===== src/source/bif_pkg.sv =====
//**********************************************************
// Shared widths, cycle constants, structs and enums for the
// bus interface data path. Referenced by bif_pkg:: names
//**********************************************************
package bif_pkg;

  localparam int BD_WIDTH         = 24;  // Multiplexed address/data bus width
  localparam int ADDR_HOLD_CYCLES = 2;   // Clocks with bas_n low
  localparam int ACK_TIMEOUT      = 16;  // Data phase clocks before error
  localparam int TIMER_WIDTH      = 5;   // Must hold ACK_TIMEOUT

  // Bus cycle type
  typedef enum logic {
    BUS_READ  = 1'b0,
    BUS_WRITE = 1'b1
  } bus_op_e;

  // Bus cycle sequencer states
  typedef enum logic [2:0] {
    IDLE = 3'd0,  // Ready for a local request
    ARB  = 3'd1,  // breq_n low, waiting for bgnt_n
    ADDR = 3'd2,  // Address on bus, bas_n low
    DATA = 3'd3,  // bds_n low, waiting for back_n
    DONE = 3'd4   // Bus released, response offered
  } bif_state_e;

  // Local request, op in the top bit
  typedef struct packed {
    bus_op_e               op;     // Read or write
    logic [BD_WIDTH-1:0]   addr;   // Word address
    logic [BD_WIDTH-1:0]   wdata;  // Ignored on reads
  } bif_req_t;

  // Local response
  typedef struct packed {
    logic [BD_WIDTH-1:0]   rdata;  // Zero on writes and timeouts
    logic                  err;    // No acknowledge within ACK_TIMEOUT
  } bif_rsp_t;

  // Transceiver controls from the sequencer
  typedef struct packed {
    logic cap_local;  // Load outbound register from local side
    logic cap_bus;    // Load inbound register from bus
    logic oe;         // Drive outbound register onto bus
    logic clr_in;     // Zero inbound register
  } xcvr_ctrl_t;

endpackage


===== src/source/bif_cycle_fsm.sv =====
//**********************************************************
// Bus cycle sequencer. Takes one local request, runs
// request, grant, address, data and acknowledge on the bus
//**********************************************************
`timescale 1ns/1ps

module bif_cycle_fsm (
  input  logic                            clkbd,        // Bus clock
  input  logic                            rst_n,        // Async reset, active low
  input  bif_pkg::bif_req_t               req,          // Local request
  input  logic                            req_valid,
  output logic                            req_ready,    // High only in IDLE
  output bif_pkg::bif_rsp_t               rsp,          // Local response
  output logic                            rsp_valid,    // High only in DONE
  input  logic                            rsp_ready,
  input  logic                            bgnt_n,       // Bus grant
  input  logic                            back_n,       // Target acknowledge
  output logic                            breq_n,       // Bus request
  output logic                            bas_n,        // Address strobe
  output logic                            bds_n,        // Data strobe
  output logic                            bwr_n,        // Low on write data phase
  output bif_pkg::xcvr_ctrl_t             xcvr_ctrl,    // Transceiver controls
  output logic [bif_pkg::BD_WIDTH-1:0]    local_data,   // Word for outbound register
  input  logic [bif_pkg::BD_WIDTH-1:0]    rdata,        // Inbound register
  output logic                            tmr_load,     // Restart timer
  output logic [bif_pkg::TIMER_WIDTH-1:0] tmr_value,    // Timer load value
  input  logic                            tmr_expired   // Timer reached zero
);

  bif_pkg::bif_state_e state_q;
  bif_pkg::bif_state_e state_d;
  bif_pkg::bif_req_t   req_q;      // Accepted request
  logic                err_q;      // Timeout seen in last cycle

  logic req_fire;                  // Request handshake
  logic rsp_fire;                  // Response handshake
  logic is_write;
  logic grant;                     // Grant seen while arbitrating
  logic addr_done;                 // Address hold elapsed
  logic ack;                       // Acknowledge in data phase
  logic timeout;                   // No acknowledge in time

  assign req_fire  = req_valid && req_ready;
  assign rsp_fire  = rsp_valid && rsp_ready;
  assign is_write  = (req_q.op == bif_pkg::BUS_WRITE);
  assign grant     = (state_q == bif_pkg::ARB) && !bgnt_n;
  assign addr_done = (state_q == bif_pkg::ADDR) && tmr_expired;
  assign ack       = (state_q == bif_pkg::DATA) && !back_n;
  assign timeout   = (state_q == bif_pkg::DATA) && back_n && tmr_expired;  // Ack wins a tie

  // Next state
  always_comb begin
    state_d = state_q;
    case (state_q)
      bif_pkg::IDLE: if (req_fire) state_d = bif_pkg::ARB;
      bif_pkg::ARB:  if (grant) state_d = bif_pkg::ADDR;
      bif_pkg::ADDR: if (addr_done) state_d = bif_pkg::DATA;
      bif_pkg::DATA: if (ack || timeout) state_d = bif_pkg::DONE;
      bif_pkg::DONE: if (rsp_fire) state_d = bif_pkg::IDLE;
      default:       state_d = bif_pkg::IDLE;
    endcase
  end

  always_ff @(posedge clkbd or negedge rst_n) begin
    if (!rst_n) begin
      state_q <= bif_pkg::IDLE;
    end else begin
      state_q <= state_d;
    end
  end

  // Request payload, only written on acceptance
  always_ff @(posedge clkbd) begin
    if (req_fire) begin
      req_q <= req;
    end
  end

  // Error flag, decided at the end of the data phase
  always_ff @(posedge clkbd or negedge rst_n) begin
    if (!rst_n) begin
      err_q <= 1'b0;
    end else if (ack) begin
      err_q <= 1'b0;
    end else if (timeout) begin
      err_q <= 1'b1;
    end
  end

  // Local handshake outputs
  always_comb begin
    req_ready = (state_q == bif_pkg::IDLE);  // Blocks while a response waits
    rsp_valid = (state_q == bif_pkg::DONE);
    rsp.rdata = rdata;                       // Stable, transceiver idle in DONE
    rsp.err   = err_q;
  end

  // Bus strobes, all released in IDLE and DONE
  always_comb begin
    breq_n = !((state_q == bif_pkg::ARB) || (state_q == bif_pkg::ADDR) ||
               (state_q == bif_pkg::DATA));  // Held while we own the bus
    bas_n  = (state_q != bif_pkg::ADDR);
    bds_n  = (state_q != bif_pkg::DATA);
    bwr_n  = !((state_q == bif_pkg::DATA) && is_write);
  end

  // Transceiver controls
  always_comb begin
    xcvr_ctrl.cap_local = grant || (addr_done && is_write);  // Address, then wdata
    xcvr_ctrl.cap_bus   = ack && !is_write;                  // Read data on ack edge
    xcvr_ctrl.oe        = (state_q == bif_pkg::ADDR) ||
                          ((state_q == bif_pkg::DATA) && is_write);
    xcvr_ctrl.clr_in    = timeout || (ack && is_write);      // rdata zero
    // Address is loaded from ARB, write data from ADDR
    local_data = (state_q == bif_pkg::ARB) ? req_q.addr : req_q.wdata;
  end

  // Timer reload, one less than the phase length since expired
  // is seen during the last clock of the phase
  always_comb begin
    tmr_load = grant || addr_done;
    if (state_q == bif_pkg::ARB) begin
      tmr_value = bif_pkg::ADDR_HOLD_CYCLES[bif_pkg::TIMER_WIDTH-1:0] - 1'b1;
    end else begin
      tmr_value = bif_pkg::ACK_TIMEOUT[bif_pkg::TIMER_WIDTH-1:0] - 1'b1;
    end
  end

endmodule


===== src/source/bif_cycle_timer.sv =====
//**********************************************************
// Loadable down-counter for the address hold time and the
// acknowledge timeout. Load N, expired rises N clocks later
//**********************************************************
`timescale 1ns/1ps

module bif_cycle_timer (
  input  logic                            clkbd,       // Bus clock
  input  logic                            rst_n,       // Async reset, active low
  input  logic                            load,        // Restart with load_value
  input  logic [bif_pkg::TIMER_WIDTH-1:0] load_value,  // Clocks until expired
  output logic                            expired      // Count reached zero
);

  logic [bif_pkg::TIMER_WIDTH-1:0] count_q;  // Remaining clocks
  logic                            armed_q;  // Counting since last load

  always_ff @(posedge clkbd or negedge rst_n) begin
    if (!rst_n) begin
      count_q <= '0;
      armed_q <= 1'b0;                   // Idle, no expiry after reset
    end else if (load) begin
      count_q <= load_value;             // Load wins over expiry
      armed_q <= 1'b1;
    end else if (armed_q) begin
      if (count_q == '0) begin
        armed_q <= 1'b0;                 // One expired clock, then idle
      end else begin
        count_q <= count_q - 1'b1;
      end
    end
  end

  // Decoded straight from the count so the sequencer sees it
  // in the same clock the count hits zero
  assign expired = armed_q && (count_q == '0);

endmodule


===== src/source/bus_data_transceiver.sv =====
//**********************************************************
// Registered 24-bit transceiver between local data and the
// active-low wired-AND system bus, one register per direction
//**********************************************************
`timescale 1ns/1ps

module bus_data_transceiver (
  input  logic                         clkbd,       // Bus clock
  input  logic                         rst_n,       // Async reset, active low
  input  bif_pkg::xcvr_ctrl_t          ctrl,        // Capture and enable controls
  input  logic [bif_pkg::BD_WIDTH-1:0] local_data,  // Address or write data
  output logic [bif_pkg::BD_WIDTH-1:0] rdata,       // Inbound register, true polarity
  input  logic [bif_pkg::BD_WIDTH-1:0] bd_n_in,     // Sampled bus, active low
  output logic [bif_pkg::BD_WIDTH-1:0] bd_n_out     // Bus drive, all ones when idle
);

  // Outbound register keeps the inverted word, ready for the bus
  logic [bif_pkg::BD_WIDTH-1:0] out_n_q;
  // Inbound register keeps the word in true polarity
  logic [bif_pkg::BD_WIDTH-1:0] in_q;

  // Local to bus path
  always_ff @(posedge clkbd or negedge rst_n) begin
    if (!rst_n) begin
      out_n_q <= '1;                     // Inverted zero
    end else if (ctrl.cap_local) begin
      out_n_q <= ~local_data;            // Invert on the way in
    end
  end

  // Bus to local path
  always_ff @(posedge clkbd or negedge rst_n) begin
    if (!rst_n) begin
      in_q <= '0;
    end else if (ctrl.clr_in) begin
      in_q <= '0;                        // Timeout or write, no read data
    end else if (ctrl.cap_bus) begin
      in_q <= ~bd_n_in;                  // Undo bus inversion
    end
  end

  // A line we do not drive must float high on the wired-AND bus,
  // so the output is released to all ones rather than tri-stated
  assign bd_n_out = ctrl.oe ? out_n_q : '1;

  assign rdata = in_q;                   // Held stable until next capture

endmodule


===== src/source/bus_interface_top.sv =====
//**********************************************************
// Bus interface data path top. Local valid/ready requests
// in, active-low multiplexed system bus cycles out
//**********************************************************
`timescale 1ns/1ps

module bus_interface_top (
  input  logic                         clkbd,      // Bus clock
  input  logic                         rst_n,      // Async reset, active low
  input  bif_pkg::bif_req_t            req,        // Local request
  input  logic                         req_valid,
  output logic                         req_ready,
  output bif_pkg::bif_rsp_t            rsp,        // Local response
  output logic                         rsp_valid,
  input  logic                         rsp_ready,
  output logic                         breq_n,     // Bus request
  input  logic                         bgnt_n,     // Bus grant
  output logic                         bas_n,      // Address strobe
  output logic                         bds_n,      // Data strobe
  output logic                         bwr_n,      // Write
  input  logic                         back_n,     // Acknowledge
  input  logic [bif_pkg::BD_WIDTH-1:0] bd_n_in,    // Sampled bus data
  output logic [bif_pkg::BD_WIDTH-1:0] bd_n_out    // Driven bus data, inverted
);

  bif_pkg::xcvr_ctrl_t             xcvr_ctrl;    // Sequencer to transceiver
  logic [bif_pkg::BD_WIDTH-1:0]    local_data;   // Address or write data
  logic [bif_pkg::BD_WIDTH-1:0]    rdata;        // Inbound register
  logic                            tmr_load;
  logic [bif_pkg::TIMER_WIDTH-1:0] tmr_value;
  logic                            tmr_expired;

  bif_cycle_fsm cycle_fsm_inst (
    .clkbd       (clkbd),
    .rst_n       (rst_n),
    .req         (req),
    .req_valid   (req_valid),
    .req_ready   (req_ready),
    .rsp         (rsp),
    .rsp_valid   (rsp_valid),
    .rsp_ready   (rsp_ready),
    .bgnt_n      (bgnt_n),
    .back_n      (back_n),
    .breq_n      (breq_n),
    .bas_n       (bas_n),
    .bds_n       (bds_n),
    .bwr_n       (bwr_n),
    .xcvr_ctrl   (xcvr_ctrl),
    .local_data  (local_data),
    .rdata       (rdata),
    .tmr_load    (tmr_load),
    .tmr_value   (tmr_value),
    .tmr_expired (tmr_expired)
  );

  // Shared by address hold and acknowledge timeout
  bif_cycle_timer cycle_timer_inst (
    .clkbd      (clkbd),
    .rst_n      (rst_n),
    .load       (tmr_load),
    .load_value (tmr_value),
    .expired    (tmr_expired)
  );

  bus_data_transceiver data_xcvr_inst (
    .clkbd      (clkbd),
    .rst_n      (rst_n),
    .ctrl       (xcvr_ctrl),
    .local_data (local_data),
    .rdata      (rdata),
    .bd_n_in    (bd_n_in),
    .bd_n_out   (bd_n_out)
  );

endmodule


===== config.mk =====
export PLATFORM = sky130hd
export DESIGN_NAME = bus_interface_top
export DESIGN_NICKNAME = d
export VERILOG_FILES = /design/src/source/bif_pkg.sv /design/src/source/bif_cycle_fsm.sv /design/src/source/bif_cycle_timer.sv /design/src/source/bus_data_transceiver.sv /design/src/source/bus_interface_top.sv
export SDC_FILE = /design/constraint.sdc
export NUM_CORES = 1
export LEC_CHECK = 0
export BUFFER_PORTS_ARGS = -buffer_cell sky130_fd_sc_hd__buf_4
export CAP_MARGIN = 25
export CORE_ASPECT_RATIO = 1.1
export CORE_MARGIN = 2
export CORE_UTILIZATION = 45
export DETAILED_ROUTE_END_ITERATION = 6
export PLACE_DENSITY = 0.72
export SETUP_SLACK_MARGIN = 0.2
export SYNTH_ARGS = -nofsm -noshare
export SYNTH_HDL_FRONTEND = slang
export SYNTH_SLANG_ARGS = --single-unit

===== constraint.sdc =====
create_clock -name clkbd -period 7.2 [get_ports clkbd]
set_input_delay 0.36 -clock clkbd [delete_from_list [all_inputs] [get_ports clkbd]]
set_output_delay 0.36 -clock clkbd [all_outputs]
set_load 0.03 [all_outputs]

# ---- After elaboration in Yosys (flattened, before gate mapping)
# Index checks and enable logic that the tools add are counted.
dict set report word_totals {
  elab_cells 74
  ff_bits 107
  in_bits 79
  out_inout_bits 55
}
dict set report op_classes {
  eq_ne 12
  mux 19
  n_addsub 1
  reduce_logical 31
  bitwise_logic 2
}
# cell count
set ops {}
lappend ops {{24-bit two-way mux} 4}
lappend ops {{24-bit inverter} 2}
lappend ops {{3-bit two-way mux} 5}
lappend ops {{5-bit two-way mux} 3}
lappend ops {{3-bit case mux with 5 select lines} 1}
lappend ops {{1-bit logical AND} 12}
lappend ops {{2-bit inequality test, second input constant} 4}
lappend ops {{1-bit logical OR} 7}
lappend ops {{3-bit by 2-bit == test with 1-bit output, second input constant} 2}
lappend ops {{3-bit by 2-bit inequality test with 1-bit output, second input constant} 2}
lappend ops {{2-bit nonzero test} 3}
lappend ops {{1-bit logical NOT} 5}
lappend ops {{5-bit logical NOT} 1}
lappend ops {{1-bit two-way mux} 5}
lappend ops {{5-bit AND reduction} 1}
lappend ops {{5-bit by 1-bit subtractor with 5-bit output, second input constant} 1}
lappend ops {{4-bit two-way mux} 1}
lappend ops {{2-bit by 1-bit inequality test with 1-bit output, second input constant} 2}
lappend ops {{3-bit by 1-bit == test with 1-bit output, second input constant} 1}
lappend ops {{3-bit == test, second input constant} 1}
lappend ops {{3-bit logical NOT} 1}
lappend ops {{2-bit AND reduction} 1}

# ---- Longest topological paths before layout
dict set report depth {
  ltp_word 6
  mapped_depth 8
  ltp_nobuf 6
}

# ---- Hierarchy
# Synthesis repeated with hierarchy kept, for this count alone.
dict set report unflattened {
  cells_unflattened 385
  hier_area_um2 4850.9
}
# module area_per_inst_um2 seq_area_each_um2 n_inst cells_each
set modules_own_cells {}
lappend modules_own_cells {bif_cycle_fsm 2361.0 1571.5 1 143}
lappend modules_own_cells {bus_data_transceiver 2130.8 1231.2 1 205}
lappend modules_own_cells {bif_cycle_timer 359.1 150.1 1 37}

# ---- Worst setup path after synthesis
# No wires, ideal clock.
dict set report synth_path {
  path_type {register to register}
  from {register cycle_fsm_inst.state_q[0]}
  to {register cycle_fsm_inst.req_q (netlist bit cycle_fsm_inst.is_write) (enable)}
  arrival_time_ns 2.532
  n_path_buf 1
  path_stages_with_launch 4
  required_time_ns 6.789
  setup_ns 0.411
  period_less_slack_ns 2.943
  setup_slack_ns 4.257
  cell_sequence {dfrtp_1 > clkbuf_2 > nor3_1 > and2_1}
}
dict set report synth_between {
  elab_chain_cells 2
}
# item line
set synth_lines {}
lappend synth_lines {{from (decl)} bif_cycle_fsm.sv:30} ;# bif_pkg::bif_state_e state_q;
lappend synth_lines {{from (signal assigned)} bif_cycle_fsm.sv:66} ;# state_q <= bif_pkg::IDLE;
lappend synth_lines {{from (signal assigned)} bif_cycle_fsm.sv:68} ;# state_q <= state_d;
lappend synth_lines {{3-bit logical NOT} bif_cycle_fsm.sv:92} ;# req_ready = (state_q == bif_pkg::IDLE);
lappend synth_lines {{net req_ready} bus_interface_top.sv:12} ;# output logic req_ready,
lappend synth_lines {{1-bit logical AND} bif_cycle_fsm.sv:43} ;# assign req_fire = req_valid && req_ready;
lappend synth_lines {{net cycle_fsm_inst.req_fire} bif_cycle_fsm.sv:35} ;# logic req_fire;
lappend synth_lines {{to (signal assigned)} bif_cycle_fsm.sv:75} ;# req_q <= req;
lappend synth_lines {{to (decl)} bif_cycle_fsm.sv:32} ;# bif_pkg::bif_req_t req_q;
# The timed path passes the listed nets, and every way through them passes these cells.
# A chain may end at the register's enable or synchronous reset.

# ---- Final worst setup path
dict set report layout_path {
  from {register cycle_timer_inst.count_q[2] (netlist name)}
  to {register data_xcvr_inst.out_n_q[21] (netlist name)}
}
dict set report layout_between {
  elab_chain_cells 5
}
# item line
set layout_lines {}
lappend layout_lines {{from (decl)} bif_cycle_timer.sv:15} ;# logic [bif_pkg::TIMER_WIDTH-1:0] count_q;
lappend layout_lines {{from (signal assigned)} bif_cycle_timer.sv:23} ;# count_q <= load_value;
lappend layout_lines {{from (signal assigned)} bif_cycle_timer.sv:29} ;# count_q <= count_q - 1'b1;
lappend layout_lines {{5-bit logical NOT} bif_cycle_timer.sv:36} ;# assign expired = armed_q && (count_q == '0);
lappend layout_lines {{1-bit logical AND} bif_cycle_timer.sv:36}
lappend layout_lines {{1-bit logical AND} bif_cycle_fsm.sv:47} ;# assign addr_done = (state_q == bif_pkg::ADDR) && tmr_expired;
lappend layout_lines {{1-bit logical AND} bif_cycle_fsm.sv:109} ;# xcvr_ctrl.cap_local = grant || (addr_done && is_write);
lappend layout_lines {{1-bit logical OR} bif_cycle_fsm.sv:109}
lappend layout_lines {{to (signal assigned)} bus_data_transceiver.sv:27} ;# out_n_q <= ~local_data;
lappend layout_lines {{to (decl)} bus_data_transceiver.sv:18} ;# logic [bif_pkg::BD_WIDTH-1:0] out_n_q;
# No other way between the ends.

==> out/qor.txt <==
Die X: 97.7 um
Static leakage: 2.38 nW
Largest family of logic cells by synthesized area: multiplexers
RSZ-0062 raised after global routing: no
CTS HTree Levels: 3
Cell Rows: 37
Synth unique cells: 36
Crit path required time: 7.50 ns
Synthesized net count: 355
Routed Antenna Nets: 0
Fmax: 380 MHz
Share of layout cells above drive strength 1: 0.507
Max Clock Skew: 0.0105 ns
Post-Synthesis Cells: 274
Clk root buf: clkbuf_8
HPWL after detailed placement: 5750 um
Worst Hold Class: in2async
Reg clk slew, reported paths: 0.10 ns
Async S/R FF share, synth: 0.542
Slew Viols, Final: 0
CP startpoint: cycle_timer_inst.count_q[2]
Seq/Total Area, Yosys: 0.679
First-pass DRT Iterations: 4
Reg2Reg Depth: 5
CTS tree: built
Final net count: 488
XOR/XNOR Fraction of Synth Area: 0.00604
Die H: 107 um
Core Area: 0.00940 sq mm
Tot Pwr: 2.48 mW
Total power per unit cell area: 439 mW/mm^2
Total gr overflow: 0
CP max-delay cell: or4_1
Crit path cell chain: or3b_1, or4_1, o21ai_4, buf_16, mux2_2
Post-synth EDFFs: 49
Worst skew pair latency: 0.36 ns
WP data arrival: 2.93 ns
CP top delay family: simple AND/OR/NAND/NOR gates
Port bufs: 133
Synth Area in Compound Gates: 0.0682
Syn Area/Cell: 15.9 sq um
Antenna violations before repair: 0
Worst-path fanout max: 14
#FFs+latches synth: 107
Crit Path Category: reg2reg
Vias in the first global route: 2,800
I/O pins: 134
Largest cells by area after synthesis: edfxtp_1 (34%), dfrtp_1 (20%), dfstp_2 (15%)
Gp weighted congestion: 0.865
Post-synth top cells: edfxtp_1 (49), dfrtp_1 (34), nand2b_1 (28)
DRC: 0
Die ar.: 0.0105 sq mm
Vias after detailed routing: 2,641
Vias per cell: 4.99
Worst reg2reg setup slack: 4.57 ns
Count leader, synth: edfxtp_1
Worst Setup Start Kind: register
N_diodes: 0
Slew @ Worst Pin: 0.814 ns
Max Cap Viol: 0
TritonCTS Sinks: 107
Tmin final: 2.63 ns
Relative slew slack: 0.456
Initial Utilization: 0.463
Crit share post-route: 0.366
Global-route wire length before repair: 13,700 um
Drt initial violations: 82
# setup viols final: 0
Worst-case vdd ir drop: 0.000201 V
FF-to-FF End: data_xcvr_inst.out_n_q[21]
Cell Area, Synth: 0.00435 sq mm
Largest area contributor in the netlist: edfxtp_1
Post-CTS Setup Repair Bufs: 0
WL final: 8230 um
Buf/Inv on CP: 1
Fillers: 723
Setup crit end kind: register
Yosys warns: 0
Post_cts resized: 0
Mux contribution to synthesized area: 0.140
Top-area cell type share of the netlist area: 0.338
Synth Flop Type: edfxtp_1
Hold buffer count at CTS: 0
Post-Synth Adder-Cell Area: 0.00576
Slowest Stage Delay on Critical Path: 0.57 ns
Largest net degree at the start of global routing: 59
Status: finished, final reports clean
Fin. Hold Viols: 0
Reg2reg start: cycle_timer_inst.count_q[2]
Synth Area in Simple Gates: 0.0734
Total negative slack: 0 ns
Area growth, synth to finish: 30.0%
Maximum clock insertion buffer count: 2
CTS Buf Count: 9
GRT Resource Usage Total: 0.166
Wire per inst: 15.6 um
[cells in the final DEF (no fill, tap or decap), drive strengths merged, types with 3 or more instances in the layout]
| master | instances |
|---|---|
| mux2 | 25 |
| o21ai | 7 |
| o2bb2ai | 24 |
| nand2b | 28 |
| nor2 | 4 |
| nand3 | 4 |
| clkbuf | 9 |
| nand2 | 5 |
| buf | 137 |
| dfstp | 24 |
| mux2i | 25 |
| edfxtp | 49 |
| a21oi | 3 |
| inv | 9 |
| dfrtp | 34 |
[routing by layer]
layer	wire [um]	global-route usage	vias to the layer above
met1	3620	0.225	1265
met4	153	0.0675	0
met5	0	0	-
met3	503	0.0417	13
li1	-	-	1258
met2	3950	0.259	105
[how the worst max path moves through the flow]
stage          cells after the start                    endpoint  slack, ns
2_1_floorplan                      3     cycle_fsm_inst.is_write       4.26
3_3_place_gp                       4  data_xcvr_inst.out_n_q[23]       4.47
3_5_place_dp                       4  data_xcvr_inst.out_n_q[23]       4.36
4_1_cts                            4   data_xcvr_inst.out_n_q[0]       4.33
5_1_grt                            5  data_xcvr_inst.out_n_q[21]       4.46
6_report                           5  data_xcvr_inst.out_n_q[21]       4.57
[cell families after synthesis]
group	Yosys count
AOI/OAI and AO/OA	37
xor gates and xnor gates	3
adders and majority gates	2
buffers and inverters	21
DFF	107
muxes	50
and+or+nand+nor	54
[area by class of cell]
cell class                 instances  area [sq um]  share of cell area
sequential                       107          2950               0.523
multi-input combinational        146          1280               0.227
timing repair buffer             137          1060               0.188
tap                              117           146              0.0259
clock buffer                       9           124              0.0219
clock inverter                     7          60.1              0.0106
inverter                           6          22.5             0.00399
[state kept, by name, indices dropped and copies added (netlist names)]
name / cells
data_xcvr_inst.rdata: 24
cycle_fsm_inst.req_q: 48
cycle_timer_inst.count_q: 5
cycle_fsm_inst.err_q: 1
cycle_fsm_inst.state_q: 3
cycle_fsm_inst.is_write: 1
data_xcvr_inst.out_n_q: 24
cycle_timer_inst.armed_q: 1
[through the flow]
step           setup WS (ns)  hold WS, ns  std cells  utilization  area, sq um
5_1_grt                 4.46       0.0805        529        0.601         5650
6_report                4.57       0.0473        529        0.601         5650
4_1_cts                 4.33       0.0584        528        0.598         5620
3_3_place_gp            4.47        0.461        511        0.577         5420
2_1_floorplan           4.26       0.0644        274            -         4350
3_5_place_dp            4.36        0.471        512        0.579         5440
[report_power, final]
part / switching [mW] / leakage (nW) / internal, mW / total, mW
clock network: 0.208 / 0.0897 / 0.132 / 0.340
registers: 0.106 / 1.15 / 0.920 / 1.03
logic: 0.608 / 1.14 / 0.504 / 1.11
No activity file was read; power rests on OpenSTA's default activity.
